===== config.mk =====
export PLATFORM = sky130hd
export DESIGN_NAME = vec_exec
export DESIGN_NICKNAME = d
export VERILOG_FILES = /design/src/hdl/rvv_pkg.sv /design/src/hdl/vec_exec.sv
export SDC_FILE = /design/constraint.sdc
export NUM_CORES = 1
export LEC_CHECK = 0
export BUFFER_PORTS_ARGS = -buffer_cell sky130_fd_sc_hd__buf_4
export CORE_MARGIN = 4
export CORE_UTILIZATION = 48
export CTS_BUF_LIST = sky130_fd_sc_hd__clkbuf_8
export DETAILED_ROUTE_END_ITERATION = 8
export PLACE_DENSITY = 0.75
export SYNTH_ARGS = -nofsm -noshare
export SYNTH_HDL_FRONTEND = slang
export SYNTH_SLANG_ARGS = --single-unit

===== constraint.sdc =====
create_clock -name clk -period 21.2 [get_ports clk]
set_input_delay 4.24 -clock clk [delete_from_list [all_inputs] [get_ports clk]]
set_output_delay 4.24 -clock clk [all_outputs]
set_load 0.005 [all_outputs]

===== src/hdl/rvv_pkg.sv =====
package rvv_pkg;

    // datapath and register file sizes
    localparam int VLEN    = 64;    // bits per vector register
    localparam int NUM_VEC = 32;
    localparam int VADDR_W = 5;     // log2 of NUM_VEC
    localparam int XLEN    = 32;    // scalar side width

    // major opcodes
    localparam logic [6:0] OPC_OPV   = 7'h57;
    localparam logic [6:0] OPC_STORE = 7'h27;

    // minor type, carried in funct3
    localparam logic [2:0] F3_IVV = 3'h0;  // vector-vector
    localparam logic [2:0] F3_IVI = 3'h3;  // vector-immediate
    localparam logic [2:0] F3_IVX = 3'h4;  // vector-scalar
    localparam logic [2:0] F3_CFG = 3'h7;  // vsetvli and friends

    // integer alu operations kept in this unit
    localparam logic [5:0] F6_VADD = 6'b000000;
    localparam logic [5:0] F6_VSUB = 6'b000010;
    localparam logic [5:0] F6_VAND = 6'b001001;
    localparam logic [5:0] F6_VOR  = 6'b001010;
    localparam logic [5:0] F6_VXOR = 6'b001011;

    // element width, vsew field of vtype
    typedef logic [2:0] sew_t;

    localparam sew_t SEW_8  = 3'b000;
    localparam sew_t SEW_16 = 3'b001;
    localparam sew_t SEW_32 = 3'b010;
    localparam sew_t SEW_64 = 3'b011;

    // arithmetic and store view of an instruction
    // for a store the vd slot carries vs3 and funct6[1:0] is mop
    typedef struct packed {
        logic [5:0]         funct6;
        logic               vm;
        logic [VADDR_W-1:0] vs2;
        logic [VADDR_W-1:0] vs1;    // also simm5 in the immediate form
        logic [2:0]         funct3;
        logic [VADDR_W-1:0] vd;
        logic [6:0]         opcode;
    } valu_fmt_t;

    // vsetvli view
    typedef struct packed {
        logic               zero;   // must be clear for vsetvli
        logic [10:0]        vtypei; // [5:3] vsew, [2:0] vlmul (ignored here)
        logic [4:0]         rs1;
        logic [2:0]         funct3;
        logic [4:0]         rd;
        logic [6:0]         opcode;
    } vcfg_fmt_t;

    // one fetched word, read through whichever view the opcode calls for
    typedef union packed {
        valu_fmt_t alu;
        vcfg_fmt_t cfg;
    } insn_t;

endpackage

===== src/hdl/vec_exec.sv =====
`timescale 1ns/10ps

module vec_exec import rvv_pkg::*; (
    input  logic               clk,
    input  logic               rst_n,
    input  logic               op_valid,
    input  logic               st_valid,
    input  logic [5:0]         funct6,
    input  logic [2:0]         funct3,
    input  logic [VADDR_W-1:0] dest,
    input  sew_t               sew,
    input  logic [VLEN-1:0]    opnd_word,      // splatted imm or scalar
    input  logic [XLEN-1:0]    st_addr,
    input  logic [VLEN-1:0]    rd_data_1,      // vs1 or vs3
    input  logic [VLEN-1:0]    rd_data_2,      // vs2
    output logic               wr_en,
    output logic [VADDR_W-1:0] wr_addr,
    output logic [VLEN-1:0]    wr_data,
    output logic               mem_port_valid_out,
    output logic [VLEN-1:0]    mem_port_out,
    output logic [XLEN-1:0]    mem_port_addr_out
);
    logic [VLEN-1:0] opa;       // first operand
    logic [VLEN-1:0] alu_res;

    // byte wide ripple, carry chain restarts at each lane boundary
    // sub computes b - a as b + ~a + 1 within every lane
    function automatic logic [VLEN-1:0] lane_addsub(
        input logic [VLEN-1:0] a,
        input logic [VLEN-1:0] b,
        input logic            sub,
        input sew_t            s
    );
        logic [VLEN-1:0] a_x;
        logic [VLEN-1:0] res;
        logic [8:0]      part;
        logic            c;
        a_x = sub ? ~a : a;
        c   = sub;
        res = '0;
        for (int i = 0; i < VLEN / 8; i++) begin
            if ((i & ((1 << s) - 1)) == 0)
                c = sub;    // first byte of a lane
            part = {1'b0, b[8*i +: 8]} + {1'b0, a_x[8*i +: 8]} + {8'h00, c};
            res[8*i +: 8] = part[7:0];
            c = part[8];
        end
        return res;
    endfunction

    // vv takes vs1 from the regfile, vi and vx take the prepared word
    assign opa = (funct3 == F3_IVV) ? rd_data_1 : opnd_word;

    always_comb begin
        case (funct6)
            F6_VADD: alu_res = lane_addsub(opa, rd_data_2, 1'b0, sew);
            F6_VSUB: alu_res = lane_addsub(opa, rd_data_2, 1'b1, sew);  // vs2 - op1
            F6_VAND: alu_res = rd_data_2 & opa;
            F6_VOR:  alu_res = rd_data_2 | opa;
            F6_VXOR: alu_res = rd_data_2 ^ opa;
            default: alu_res = '0;      // issue filters everything else
        endcase
    end

    // strobes
    always_ff @(posedge clk) begin
        if (!rst_n) begin
            wr_en              <= 1'b0;
            mem_port_valid_out <= 1'b0;
        end else begin
            wr_en              <= op_valid;
            mem_port_valid_out <= st_valid;
        end
    end

    // writeback register, also feeds the scoreboard clear
    always_ff @(posedge clk) begin
        if (op_valid) begin
            wr_addr <= dest;
            wr_data <= alu_res;
        end
    end

    // store goes straight out, whole register
    always_ff @(posedge clk) begin
        if (st_valid) begin
            mem_port_out      <= rd_data_1;
            mem_port_addr_out <= st_addr;
        end
    end

endmodule


# Yosys cells after proc, flatten, opt, wreduce, memory -nomap -nowiden
# Cells that the tools add are included.
# classes
addsub,33
eq_ne,4
shifts,1
n_mux,32
bitwise_logic,4
reduce_logical,9
# op_table
cell,n
64-bit one-hot mux with 5 select lines,1
32-bit zero test,7
8-bit by 8-bit adder with 9-bit output,14
9-bit by 1-bit adder with 9-bit output,14
64-bit bitwise AND,1
64-bit 2-to-1 mux,1
64-bit inverter,1
64-bit OR,1
64-bit XOR,1
1-bit 2-to-1 mux,30
6-bit by 4-bit equality test with 1-bit output (second input constant),3
8-bit by 1-bit adder with 8-bit output,2
8-bit adder,2
6-bit by 2-bit equality test with 1-bit output (second input constant),1
6-bit zero test,1
3-bit zero test,1
1-bit by 3-bit << shifter with 3-bit output (first input constant),1
3-bit by 2-bit subtractor with 3-bit output (second input constant),1
# totals
ff_bits,167
inputBits,245
elab_cells,89

# Depth between registers and ports, before layout
# depth
ltp_word,27
ltp_mapped,73
ltp_nobuf,71

# Least setup slack after synthesis
# No wires, ideal clock.
# synth_path
kind,input to register
start,input funct3[2]
end,register wr_data[62] (data pin)
arrival_ns,17.767
t_required_ns,20.926
setup_slack_ns,3.159
path_stages,67
cell_sequence,nor3_1 -> clkbuf_1 -> buf_2 -> mux2_2 -> fa_1 -> o21ba_2 -> o21ai_0 -> a31oi_1 -> nor2_1 -> o22ai_1 -> and3_1 -> fa_1 -> fa_1 -> o21bai_1 -> a21o_1 -> a21oi_1 -> o21ai_0 -> a21oi_1 -> [... 31 more ...] -> o21bai_1 -> a211oi_1 -> fa_1 -> fa_1 -> o21bai_1 -> a21oi_1 -> o21ai_0 -> a21oi_1 -> o21bai_1 -> a211oi_1 -> fa_1 -> fa_1 -> o21bai_1 -> a21oi_1 -> o21a_1 -> o32ai_1 -> xor2_1 -> o22ai_1
# synth_between
elab_chain_cells,27
elab_cells_between_ends,67
# synth_lines
item,line,text
start: declaration,vec_exec.sv:9,"input logic [2:0] funct3,"
3-bit zero test (*),vec_exec.sv:52,assign opa = (funct3 == F3_IVV) ? rd_data_1 : opnd_word;
64-bit 2-to-1 mux (*),vec_exec.sv:52,
64-bit inverter,vec_exec.sv:38,a_x = sub ? ~a : a;
8-bit by 8-bit adder with 9-bit output,vec_exec.sv:44,"part = {1'b0, b[8*i +: 8]} + {1'b0, a_x[8*i +: 8]} + {8'h00, c};"
9-bit by 1-bit adder with 9-bit output,vec_exec.sv:44,
1-bit 2-to-1 mux,vec_exec.sv:42,if ((i & ((1 << s) - 1)) == 0)
1-bit 2-to-1 mux,vec_exec.sv:55,case (funct6)
9-bit by 1-bit adder with 9-bit output,vec_exec.sv:44,
[... 12 more ...],n/a,
1-bit 2-to-1 mux,vec_exec.sv:42,
1-bit 2-to-1 mux,vec_exec.sv:55,
9-bit by 1-bit adder with 9-bit output,vec_exec.sv:44,
1-bit 2-to-1 mux,vec_exec.sv:42,
1-bit 2-to-1 mux,vec_exec.sv:55,
8-bit by 1-bit adder with 8-bit output,vec_exec.sv:44,
64-bit one-hot mux with 5 select lines (*),vec_exec.sv:55,
via alu_res[62],vec_exec.sv:24,logic [VLEN-1:0] alu_res;
end signal: assignment,vec_exec.sv:80,wr_data <= alu_res;
end: declaration,vec_exec.sv:18,"output logic [VLEN-1:0] wr_data,"
# Mark *: on every way through the listed nets, which the timed path passes. The rest lies on a longest branch. The select of a mux whose other input is x is not followed.
# A chain may end at the register's enable or synchronous reset.

# Final worst setup path
# Ends and elaborated chain as after synthesis.

==> metrics.md <==
| Metric | Value |
|---|---|
| Pwr/cell area | 53.8 nW/um2 |
| Crit path largest cell delay | 0.46 ns |
| Hold Buf Count CTS | 0 |
| Worst path top cell family by delay | adder cells |
| Mapped Area | 13800 um2 |
| DP Cell Count | 2101 |
| NumNets Final | 2202 |
| Share of layout cells above drive strength 1 | 31.1% |
| Overflow after GRT | 0 |
| Fmax | 0.0525 GHz |
| Count of antenna-violating nets left after detailed routing | 0 |
| Ant diodes | 0 |
| Req. time, crit path | 21.41 ns |
| Slew @ Worst Pin | 1.23 ns |
| Die span in x | 178 um |
| Number of global-route vias before repair | 11900 |
| Detail Placement HPWL | about 32 mm |
| CTS Buf Count | 17 |
| Cell Rows | 61 |
| Sequential element share of the synthesized area | a little over a third |
| Synth area leader | edfxtp_1 |
| Post-Layout Cell Count | 2133 |
| Final period utilization | 89.8% |
| Most frequent cells in the layout | buf_4, ha_1, inv_1 |
| Hold worst-path end | wr_addr[0] |
| Met2 wire len | 21.4 mm |
| EDFF count, synth | 165 |
| Placed cell areas | around 17000 um2 |
| Crit path launch type | input pin |
| Cells after Synth | 1360 |
| Top cells by area, synth | edfxtp_1, ha_1, mux2_2 |
| Max clock buf depth | 2 |
| Setup bufs post-CTS | 0 |
| Max-cap violations | 0 |
| Post-synth top flop | edfxtp_1 |
| IO Count | 412 |
| Hold Fails Final Rpt | 0 |
| Util after Layout | about 63% |
| Global-route wire length before repair | 64.7 mm |
| Mean Syn Cell Area | 10.2 um2 |
| Min Tclk post-route | 19.05 ns |
| Area grow syn2layout | 27.3% |
| CP Class | input pin to flop |
| Crit path capture type | flop |
| Antenna violations before repair | 0 |
| Pre-antenna DRT Iters | 5 |
| Total GRT Usage | 26.2% |
| Top routing layer used | met4 |
| Vias | 12000 |
| Worst hold start | dest[0] |
| Synth warn | 0 |
| Final Cell Area | 17600 um2 |
| Crit Path Max Fanout | 5 |
| GPL Wtd Cong | 0.943 |
| Number of port buffers | just over 400 |
| Slew headroom | 17.8% |
| Distinct cells, synth | 72 |
| Async SR Flop Fraction | 0% |
| Synthesized Nets | 1820 |
| HP Class | input pin to flop |
| Initial DRC count | between 800 and 900 |
| Synth Register Bits | 167 |
| DR WL/cell | 20.1 um |
| Cts repair resizes | 0 |
| Outcome | complete, no violations |
| Final slew viol count | 0 |
| Final setup TNS | 0 ns |
| CTS Sinks | 167 |
| Final setup vio count | 0 |
| DR WL met3 | 3.58 mm |
| Synth top area share | 35.9% |
| Leak | 8.19 nW |
| Crit path buf inv count | 1 |
| Max VDD drop | 0.0289 mV |
| Die Y-Extent | 178 um |
| Htree depth | 4 |
| Initial Util | 49.2% |
| Slowest cell on crit path | fa_1 |
| Unrepaired setup endpoints after global routing | no |
| Clock transition at path regs | 0.12 ns |
| Commonest non-fill, non-tap cell in the layout | buf_4 |
| DR vias/cell | 5.62 |
| DRC Markers | 0 |
| Root Driver | clkbuf_8 |
| Largest net degree at the start of global routing | 71 |
| Wirelength, routed | 42.9 mm |
| Core Box Area | 28100 um2 |
| Met1 wire length | 16.9 mm |
| Hold path cells | 1 |
| Overall Power | 0.946 mW |
| CTS tree | done |
| Most numerous cell on the critical path | fa_1 |
| Die ar. | 31600 um2 |
| Worst endpoint data arrival time | 19.25 ns |
[cells in the mapped netlist, drive strengths merged (12+ instances only)]
library cell,instances
mux2,62
o21ai,84
edfxtp,165
nor3,12
nor2,85
a21o,20
inv,178
nand3,14
nand2,58
ha,185
a221o,22
a21oi,98
clkbuf,23
o21bai,20
mux2i,18
a22oi,22
buf,34
o22ai,25
o21a,13
fa,30
a211oi,12
[per-stage QoR]
| step | setup slack (ns) | hold WS [ns] |
|---|---|---|
| finish | 2.15 | 3.93 |
| global route | 1.09 | 3.89 |
| CTS | 2.24 | 3.90 |
| detailed placement | 1.79 | 4.42 |
| global placement | 2.23 | 4.42 |
| floorplan | 3.16 | 4.34 |
[worst max-delay path by stage]
stage,endpoint,slack [ns],cells past startpoint,start
2_1_floorplan,wr_data[62],3.16,67,funct3[2]
3_3_place_gp,wr_data[62],2.23,67,funct3[2]
3_5_place_dp,wr_data[62],1.79,67,funct3[2]
4_1_cts,wr_data[62],2.24,67,funct3[2]
5_1_grt,wr_data[62],1.09,67,funct3[2]
6_report,wr_data[62],2.15,67,funct3[2]
[state kept, by name, indices dropped and copies added, names as in the netlist]
name	cells
mem_port_out	64
wr_data	64
mem_port_addr_out	32
wr_addr	5
mem_port_valid_out	1
wr_en	1
[metal layers]
| metal | vias up | GRT usage (%) |
|---|---|---|
| met5 | - | 0 |
| met1 | 5708 | 32.4 |
| li1 | 5686 | - |
| met4 | 0 | 7.77 |
| met3 | 65 | 5.22 |
| met2 | 537 | 46.2 |
[cell families after synthesis]
family                     synth area share, %
DFF                                       36.2
xor gates and xnor gates                  1.27
AOI/OAI and AO/OA                         20.5
and+or+nand+nor                           7.84
muxes                                     6.36
buffers and inverters                     6.80
adders and majority gates                 21.1
[layout make-up]
type / instances / area, um2
Clock inverter: 14 / 153
Timing Repair Buffer: 420 / 3150
Fill cell: 2375 / 10500
Clock buffer: 18 / 248
Tap cell: 378 / 473
Multi-Input combinational cell: 958 / 7900
Sequential cell: 167 / 4990
Inverter: 178 / 668
[report_power, final]
group	switching (mW)	internal, mW	leakage [nW]
combinational	0.157	0.146	6.38
clock	0.153	0.0916	0.196
sequential	0.00757	0.392	1.62
total	0.317	0.629	8.19
No activity file was read; power rests on OpenSTA's default activity.
