$ cat src/hdl/rvv_pkg.sv
package rvv_pkg;

    // datapath and register file sizes
    localparam int VLEN    = 64;    // bits per vector register
    localparam int NUM_VEC = 32;
    localparam int VADDR_W = 5;     // log2 of NUM_VEC
    localparam int XLEN    = 32;    // scalar side width

    // major opcodes
    localparam logic [6:0] OPC_OPV   = 7'h57;
    localparam logic [6:0] OPC_STORE = 7'h27;

    // minor type, carried in funct3
    localparam logic [2:0] F3_IVV = 3'h0;  // vector-vector
    localparam logic [2:0] F3_IVI = 3'h3;  // vector-immediate
    localparam logic [2:0] F3_IVX = 3'h4;  // vector-scalar
    localparam logic [2:0] F3_CFG = 3'h7;  // vsetvli and friends

    // integer alu operations kept in this unit
    localparam logic [5:0] F6_VADD = 6'b000000;
    localparam logic [5:0] F6_VSUB = 6'b000010;
    localparam logic [5:0] F6_VAND = 6'b001001;
    localparam logic [5:0] F6_VOR  = 6'b001010;
    localparam logic [5:0] F6_VXOR = 6'b001011;

    // element width, vsew field of vtype
    typedef logic [2:0] sew_t;

    localparam sew_t SEW_8  = 3'b000;
    localparam sew_t SEW_16 = 3'b001;
    localparam sew_t SEW_32 = 3'b010;
    localparam sew_t SEW_64 = 3'b011;

    // arithmetic and store view of an instruction
    // for a store the vd slot carries vs3 and funct6[1:0] is mop
    typedef struct packed {
        logic [5:0]         funct6;
        logic               vm;
        logic [VADDR_W-1:0] vs2;
        logic [VADDR_W-1:0] vs1;    // also simm5 in the immediate form
        logic [2:0]         funct3;
        logic [VADDR_W-1:0] vd;
        logic [6:0]         opcode;
    } valu_fmt_t;

    // vsetvli view
    typedef struct packed {
        logic               zero;   // must be clear for vsetvli
        logic [10:0]        vtypei; // [5:3] vsew, [2:0] vlmul (ignored here)
        logic [4:0]         rs1;
        logic [2:0]         funct3;
        logic [4:0]         rd;
        logic [6:0]         opcode;
    } vcfg_fmt_t;

    // one fetched word, read through whichever view the opcode calls for
    typedef union packed {
        valu_fmt_t alu;
        vcfg_fmt_t cfg;
    } insn_t;

endpackage
$ cat src/hdl/insn_issue.sv
`timescale 1ns/10ps

module insn_issue import rvv_pkg::*; (
    input  logic               clk,
    input  logic               rst_n,
    input  logic [31:0]        insn_in,
    input  logic               insn_valid,
    input  logic [XLEN-1:0]    vexrv_data_in_1,    // avl or store address
    input  logic               wr_en,
    input  logic [VADDR_W-1:0] wr_addr,
    output logic               proc_rdy,
    output logic [VADDR_W-1:0] rd_addr_1,
    output logic [VADDR_W-1:0] rd_addr_2,
    output logic               op_valid,
    output logic               st_valid,
    output logic [5:0]         funct6,
    output logic [2:0]         funct3,
    output logic [VADDR_W-1:0] dest,
    output sew_t               sew,
    output logic [VLEN-1:0]    opnd_word,
    output logic [XLEN-1:0]    st_addr,
    output logic               vexrv_valid_out,
    output logic [XLEN-1:0]    vexrv_data_out
);
    insn_t               insn_f;       // fetch register
    logic                valid_f;
    logic [XLEN-1:0]     scal_f;       // scalar sampled with the instruction
    logic                rdy_en;       // held low until out of reset
    logic [NUM_VEC-1:0]  sb;           // one pending-write bit per register
    logic                is_arith, is_vv, is_store, is_cfg;
    logic                haz, cfg_hold, issue;
    logic                d_op, d_st;   // read stage, regfile is busy with our addresses
    logic [5:0]          d_funct6;
    logic [2:0]          d_funct3;
    logic [VADDR_W-1:0]  d_dest;
    sew_t                d_sew;
    logic [XLEN-1:0]     d_scal;
    logic [4:0]          d_imm;
    logic [VLEN-1:0]     opnd_src;     // sign extended imm or scalar before splat
    sew_t                cfg_sew;
    sew_t                new_sew;
    logic [XLEN-1:0]     vl, vlmax;

    // copy the low sew bits of val into every lane
    function automatic logic [VLEN-1:0] splat(input logic [VLEN-1:0] val, input sew_t s);
        case (s)
            SEW_8:   return {(VLEN/8){val[7:0]}};
            SEW_16:  return {(VLEN/16){val[15:0]}};
            SEW_32:  return {(VLEN/32){val[31:0]}};
            default: return val;
        endcase
    endfunction

    // decode
    assign is_arith = insn_f.alu.opcode == OPC_OPV
                   && (insn_f.alu.funct3 == F3_IVV || insn_f.alu.funct3 == F3_IVI
                       || insn_f.alu.funct3 == F3_IVX)
                   && (insn_f.alu.funct6 == F6_VADD || insn_f.alu.funct6 == F6_VSUB
                       || insn_f.alu.funct6 == F6_VAND || insn_f.alu.funct6 == F6_VOR
                       || insn_f.alu.funct6 == F6_VXOR);
    assign is_vv    = is_arith && insn_f.alu.funct3 == F3_IVV;      // only form reading vs1
    assign is_store = insn_f.alu.opcode == OPC_STORE
                   && insn_f.alu.funct6[1:0] == 2'b00;              // unit stride only
    assign is_cfg   = insn_f.cfg.opcode == OPC_OPV && insn_f.cfg.funct3 == F3_CFG
                   && !insn_f.cfg.zero && !insn_f.cfg.vtypei[5];    // vsew up to 64

    // raw hazards on sources, plus vd so a register never has two writes in flight
    assign haz = (is_vv && sb[insn_f.alu.vs1])
              || (is_arith && (sb[insn_f.alu.vs2] || sb[insn_f.alu.vd]))
              || (is_store && sb[insn_f.alu.vd]);                   // vs3
    // vl reply waits behind an older store so the strobes stay in program order
    assign cfg_hold = is_cfg && (d_st || st_valid);
    assign issue    = valid_f && !haz && !cfg_hold;
    assign proc_rdy = rdy_en && (!valid_f || issue);

    always_ff @(posedge clk) begin
        if (!rst_n) begin
            rdy_en  <= 1'b0;
            valid_f <= 1'b0;
        end else begin
            rdy_en <= 1'b1;
            if (proc_rdy)
                valid_f <= insn_valid;
        end
    end

    always_ff @(posedge clk) begin
        if (proc_rdy && insn_valid) begin
            insn_f <= insn_in;
            scal_f <= vexrv_data_in_1;
        end
    end

    // set on issue, cleared by the matching writeback
    always_ff @(posedge clk) begin
        if (!rst_n) begin
            sb <= '0;
        end else begin
            if (wr_en)
                sb[wr_addr] <= 1'b0;
            if (issue && is_arith)
                sb[insn_f.alu.vd] <= 1'b1;
        end
    end

    // vsetvli runs here, lmul is fixed at 1 so vlmax is VLEN/SEW
    assign new_sew = insn_f.cfg.vtypei[5:3];
    assign vlmax   = XLEN'(VLEN / 8) >> new_sew;

    always_ff @(posedge clk) begin
        if (!rst_n) begin
            cfg_sew         <= SEW_8;
            vl              <= '0;
            vexrv_valid_out <= 1'b0;
        end else begin
            vexrv_valid_out <= issue && is_cfg;
            if (issue && is_cfg) begin
                cfg_sew <= new_sew;
                if (insn_f.cfg.rs1 == '0 || scal_f > vlmax)
                    vl <= vlmax;    // rs1 = x0 asks for the maximum
                else
                    vl <= scal_f;
            end
        end
    end

    assign vexrv_data_out = vl;

    // read stage and execute handoff strobes
    always_ff @(posedge clk) begin
        if (!rst_n) begin
            d_op     <= 1'b0;
            d_st     <= 1'b0;
            op_valid <= 1'b0;
            st_valid <= 1'b0;
        end else begin
            d_op     <= issue && is_arith;
            d_st     <= issue && is_store;
            op_valid <= d_op;
            st_valid <= d_st;
        end
    end

    always_ff @(posedge clk) begin
        if (issue) begin
            rd_addr_1 <= is_store ? insn_f.alu.vd : insn_f.alu.vs1;  // port 1 feeds the store
            rd_addr_2 <= insn_f.alu.vs2;
            d_funct6  <= insn_f.alu.funct6;
            d_funct3  <= insn_f.alu.funct3;
            d_dest    <= insn_f.alu.vd;
            d_sew     <= cfg_sew;           // sew in force at issue travels with the op
            d_scal    <= scal_f;
            d_imm     <= insn_f.alu.vs1;
        end
    end

    // simm5 is sign extended, the scalar sign extends only when sew is 64
    assign opnd_src = (d_funct3 == F3_IVI) ? {{(VLEN-5){d_imm[4]}}, d_imm}
                                           : {{(VLEN-XLEN){d_scal[XLEN-1]}}, d_scal};

    always_ff @(posedge clk) begin
        funct6    <= d_funct6;
        funct3    <= d_funct3;
        dest      <= d_dest;
        sew       <= d_sew;
        opnd_word <= splat(opnd_src, d_sew);
        st_addr   <= d_scal;
    end

endmodule

$ cat config.mk
export PLATFORM = sky130hd
export DESIGN_NAME = insn_issue
export DESIGN_NICKNAME = d
export VERILOG_FILES = /design/src/hdl/rvv_pkg.sv /design/src/hdl/insn_issue.sv
export SDC_FILE = /design/constraint.sdc
export NUM_CORES = 1
export LEC_CHECK = 0
export BUFFER_PORTS_ARGS = -buffer_cell sky130_fd_sc_hd__buf_2
export CAP_MARGIN = 15
export CORE_AREA = 2 2 161 163
export CTS_CLUSTER_SIZE = 25
export DETAILED_ROUTE_END_ITERATION = 16
export DIE_AREA = 0 0 163 165
export PLACE_DENSITY = 0.71
export REMOVE_ABC_BUFFERS = 1
export SYNTH_ARGS = -nofsm -noshare
export SYNTH_HDL_FRONTEND = slang
export SYNTH_SLANG_ARGS = --single-unit
$ cat constraint.sdc
create_clock -name clk -period 5.5 [get_ports clk]
set_clock_uncertainty 0.2 [all_clocks]
set_input_delay 1.1 -clock clk [delete_from_list [all_inputs] [get_ports clk]]
set_output_delay 1.1 -clock clk [all_outputs]
set_load 0.005 [all_outputs]
After elaboration in Yosys (flattened, before gate mapping)

Index checks and enable logic that the tools add are counted.

Magnitude comparators: 7
Equality and inequality tests: 12
Shift operators: 1
Muxes and demuxes: 18
Bitwise gates (word level): 3
Reduce and logical (&&, ||, !) cells: 42

Operators with widths:

| cell                   | count |
|---|---|
| $pmux W64 S3           | 1 |
| $mux W32               | 4 |
| $mux W64               | 1 |
| $and A32 B32 Y32       | 1 |
| $gt A32 B32 Y1         | 1 |
| $not A32 Y32           | 1 |
| $or A32 B32 Y32        | 1 |
| $shr A4 B3 Y32 const A | 1 |
| $lt A5 B6 Y1 const B   | 4 |
| $logic_and A1 B1 Y1    | 20 |
| $eq A6 B4 Y1 const B   | 3 |
| $bmux W1 S5            | 3 |
| $logic_or A1 B1 Y1     | 12 |
| $demux W1 S5           | 2 |
| $ge A5 B1 Y1 const B   | 2 |
| $eq A3 B2 Y1 const B   | 3 |
| $eq A7 B6 Y1 const B   | 1 |
| $eq A7 B7 Y1 const B   | 1 |
| $eq A3 B3 Y1 const B   | 2 |
| $eq A6 B2 Y1 const B   | 1 |
| $logic_not A3 Y1       | 2 |
| $logic_not A6 Y1       | 1 |
| $mux W1                | 6 |
| $logic_not A1 Y1       | 5 |
| other kinds (4)        | 4 |

Bits in registers: 315
Input bits: 73
Output and inout bits: 159
Logic and storage cells: 109

Depth between registers and ports, before layout

Depth after elaboration: 16
Depth in mapped cells: 11
Gate-level depth less buffers: 10

Worst setup path after synthesis

OpenSTA, ideal clock, no wires.

Path kind: register to register
From: reg insn_f[17] in the netlist's numbering
To: reg insn_f[0] in the netlist's numbering (enable)
Library setup time: 0.487 ns
Data arrival time: 4.714 ns
Required time: 4.813 ns
Path slack: 0.099 ns
Cell stages (with the launch flop): 9
Buffers on the path: 1
Period minus slack after synthesis: 5.401 ns
Cells stage by stage: edfxtp_1 buf_6 mux4_1 mux2_2 nand3_2 a31oi_4 o31ai_4 a21oi_1 nor2_1

Longest elaborated chain between the ends: 11

RTL lines:

| what                              | line             | text |
|---|---|---|
| from (decl)                       | insn_issue.sv:25 | `insn_t insn_f;` |
| from (signal assigned)            | insn_issue.sv:89 | `insn_f <= insn_in;` |
| $bmux W1 S5                       | insn_issue.sv:68 | `assign haz = (is_vv && sb[insn_f.alu.vs1])` |
| $mux W1 (not written as such)     | insn_issue.sv:68 |  |
| $logic_and A1 B1 Y1               | insn_issue.sv:68 |  |
| $logic_or A1 B1 Y1                | insn_issue.sv:69 | `\|\| (is_arith && (sb[insn_f.alu.vs2] \|\| sb[insn_f.alu.vd]))` |
| $logic_or A1 B1 Y1                | insn_issue.sv:70 | `\|\| (is_store && sb[insn_f.alu.vd]);` |
| $logic_not A1 Y1                  | insn_issue.sv:73 | `assign issue = valid_f && !haz && !cfg_hold;` |
| $logic_and A1 B1 Y1 (2 in series) | insn_issue.sv:73 |  |
| $logic_or A1 B1 Y1                | insn_issue.sv:74 | `assign proc_rdy = rdy_en && (!valid_f \|\| issue);` |
| $logic_and A1 B1 Y1               | insn_issue.sv:74 |  |
| $logic_and A1 B1 Y1               | insn_issue.sv:88 | `if (proc_rdy && insn_valid) begin` |

No other way between the ends. The select of a mux whose other input is x is not followed.
A chain may end at the register's enable or synchronous reset.

Worst setup path after layout

From: reg insn_f[8] in the netlist's numbering
To: out proc_rdy

Longest elaborated chain between the ends: 11
Elaborated cells on any way between the ends: 12
Those cells by class: 2 x mux; 10 x reduce/logical

RTL lines:

| what                                | line                               | text |
|---|---|---|
| $bmux W1 S5 *                       | insn_issue.sv:69, insn_issue.sv:70 |  |
| $mux W1 (not written as such) *     | insn_issue.sv:69, insn_issue.sv:70 |  |
| $logic_or A1 B1 Y1                  | insn_issue.sv:69                   |  |
| $logic_and A1 B1 Y1                 | insn_issue.sv:69                   |  |
| $logic_or A1 B1 Y1                  | insn_issue.sv:69                   |  |
| $logic_or A1 B1 Y1 *                | insn_issue.sv:70                   |  |
| $logic_not A1 Y1 *                  | insn_issue.sv:73                   |  |
| $logic_and A1 B1 Y1 * (2 in series) | insn_issue.sv:73                   |  |
| $logic_or A1 B1 Y1 *                | insn_issue.sv:74                   |  |
| $logic_and A1 B1 Y1 *               | insn_issue.sv:74                   |  |
| to (decl)                           | insn_issue.sv:11                   | `output logic proc_rdy,` |

Every way passes the cells marked *; elsewhere a longest branch is shown, timed or not. The select of a mux whose other input is x is not followed.

==> results.ini <==
[final_layout]
layout_commonest_cell=buf_2
syn_to_final_growth_pct=22.77
drive_above_1_share=0.3117
final_area_sq_mm=0.01363
fillers=2129
instances_no_fill=1393
post-route-util=0.5445
mostFrequentLayoutCells=buf_2, dfxtp_1, edfxtp_1
final_nets=1114

[clocking]
cts_tree=yes
htreeDepth=1
cts.sinks=314
clk_latency_ps=570
cts_buffers=31
cts_resized=0
post-cts-setup-buffers=0
cts_hold_buf=0
clkTransAtPathRegs_ps=60
clock-root-buffer=clkbuf_16
clk_path_buf_depth=3

[drt]
drtPass1Iterations=7
drc_errors=0
vias=7653
avgViaCountPerCell=5.494
postRouteAntennaNets=0
finalWirelength_um=28300
first_iter_violations=665
routedWlPerCell_um=20.32

[worst_setup_path]
worstPathCellList=mux2i_1, o22ai_1, nor4_1, mux2i_2, o31ai_4, a21oi_1, nor2b_1, buf_2
endpoint=proc_rdy
worstSetupStartpointType=register
cp_data_arrival_time_ps=3400
cp_slowest_stage_delay_ps=990
end_kind=output pin
rrSetupSlack_ps=1380
crit_fanout=22
crit_slowest_cell=edfxtp_1
critPathKind=register to output pin
required_ps=4200
rr_worst_depth=8
r2r_end=insn_f[8]
crit_start=insn_f[8]
rr_startpoint=insn_f[8]

[die]
io_pins=232
die_h_um=165
start_util=0.4435
core_sq_mm=0.02504
rows=58
die_x_um=163
dieArea_sq_mm=0.02690

[place]
place_inst=1334
dp_hpwl_um=19950
place_area_sq_mm=0.01249
io_buffers=231
gp_congestion=0.9022

[timing]
drv_slew=0
final-setup-viol-count=0
hold_viol=0
finalCriticalPeriod_ps=4702
fin_crit_sh=0.8548
rsz0062_at_grt=false
max_freq_mhz=212.7
tightestPinTransition_ps=1064
maxSlewHeadroom=0.2882
finalSetupTns_ps=0

[pwr]
power.leakage_nw=5.478
sequentialPowerShare=0.503
internal-power_mw=4.155
swShare=0.2192
p_total_mw=5.322
p_sw_mw=1.166
ir_worst_vdd_v=0.0002622
power.density_mw_per_mm2=390.4
clockPowerShare=0.429
combPwrFrac=0.068

[synthesis]
synth_top_area_cell=edfxtp_1
synth-edff-count=128
synth_warnings=0
synth_top_area_frac=0.3462
syn_area_sq_mm=0.01110
ys_types=62
ys_top_cells_by_area=edfxtp_1, dfxtp_1, mux2i_1, o211ai_1, a21oi_1
synthArstFlopShare=0
ys_seq_area_frac=0.6815
ys_seq_elements=314
syn_avg_cell_area_sq_um=13.61
yosys_most_used_dff=dfxtp_1
synthCells=816

[status]
status=completed

[global_routing]
grt_first_pass_wirelength_um=41180
grt_pass1_vias=7028
grt_overflow_total=0
grt_usage=0.2017
grt_max_degree=68
antenna_found_initial=1

[job]
maxCapViolations=0

[min_path]
hp-class=register to register

[worst min-delay path by stage]
stage | startpoint | endpoint | slack (ps) | depth (start not counted)
floorplan | d_dest[0] | dest[0] | 120 | 0
global placement | d_funct6[2] | funct6[2] | 130 | 0
detailed placement | d_funct6[4] | funct6[4] | 130 | 0
CTS | d_funct6[4] | funct6[4] | 140 | 0
global route | d_funct6[1] | funct6[1] | 150 | 0
finish | d_funct6[4] | funct6[4] | 130 | 0
[Yosys cell counts (6+ instances only)]
library cell and count:
mux4_2 7, buf_2 8, buf_1 6, nor3_1 7
nand3_1 9, o22ai_1 13, and2_1 34, o221ai_1 11
a31oi_1 7, mux2_2 6, o211ai_1 34, nand2b_1 9
edfxtp_1 128, dfxtp_1 186, inv_1 12, clkbuf_1 27
nand2_1 29, o31ai_2 11, nor2_1 29, o21ai_0 23
or3b_2 6, nor4_1 10, nand3b_1 12, mux2i_1 47
a21oi_1 43, o31ai_1 21
[power groups by stage]
stage               Sequential (mW)  Combinational [mW]  Clock (mW)
floorplan                      2.71               0.155           0
CTS                            2.68               0.365        2.32
global placement               2.72               0.359           0
detailed placement             2.73               0.363           0
global route                   2.69               0.399        2.42
finish                         2.68               0.364        2.28
[per-stage QoR]
| stage | setup slack [ps] | hold slack [ps] |
|---|---|---|
| 2_1_floorplan | -48.18 | 123.3 |
| 3_3_place_gp | 1379 | 125.1 |
| 3_5_place_dp | 1371 | 128.5 |
| 4_1_cts | 785.1 | 139.1 |
| 5_1_grt | 568.4 | 145.3 |
| 6_report | 798.4 | 133.0 |
[kinds of logic (layout without fill, tap and decap cells)]
group / Yosys count / count (layout) / synth area share
AO/OA/AOI/OAI: 193 / 193 / 0.1231
other: 0 / 1 / 0
buffers and inverters: 60 / 306 / 0.02502
multiplexers: 65 / 65 / 0.07336
adder cells (fa/ha/maj): 4 / 4 / 0.004508
AND/OR/NAND/NOR: 180 / 180 / 0.09252
flip-flops: 314 / 314 / 0.6815
[critical path: cells and delay by family (launching register included)]
family	cells	cell delay [ps]
compound gates	3	710
buf+inv	1	130
flops	1	990
mux	2	480
simple gates	2	510
[cell type report]
class | instances | area (sq um) | share of cell area
antenna | 1 | 2.502 | 0.0001836
clock buffer | 46 | 934.6 | 0.06856
clock inverter | 12 | 201.4 | 0.01478
inverter | 12 | 45.04 | 0.003304
multi-input combinational | 442 | 3274 | 0.2402
sequential | 314 | 7567 | 0.5551
tap | 330 | 412.9 | 0.03029
timing repair buffer | 236 | 1194 | 0.08756
[registers in the layout, summed over array words and instances, names as in the netlist, 3 cells and up]
signal and flops:
sb 32, d_scal 32, scal_f 32, d_funct6 6, d_sew 3, vexrv_data_out 32
insn_f 32, dest 5, d_imm 5, st_addr 32, d_dest 5, cfg_sew 3
rd_addr_2 5, rd_addr_1 5, opnd_word 63, d_funct3 3, sew 3, funct3 3
funct6 6
[metal layers]
metal	routed length (um)	up-vias	track usage
li1	-	3532	-
met1	11340	3641	0.2570
met2	13550	414	0.3411
met3	2303	66	0.03968
met4	1113	0	0.07723
met5	0	-	0
Note: power is estimated with default switching activity, not from simulation.
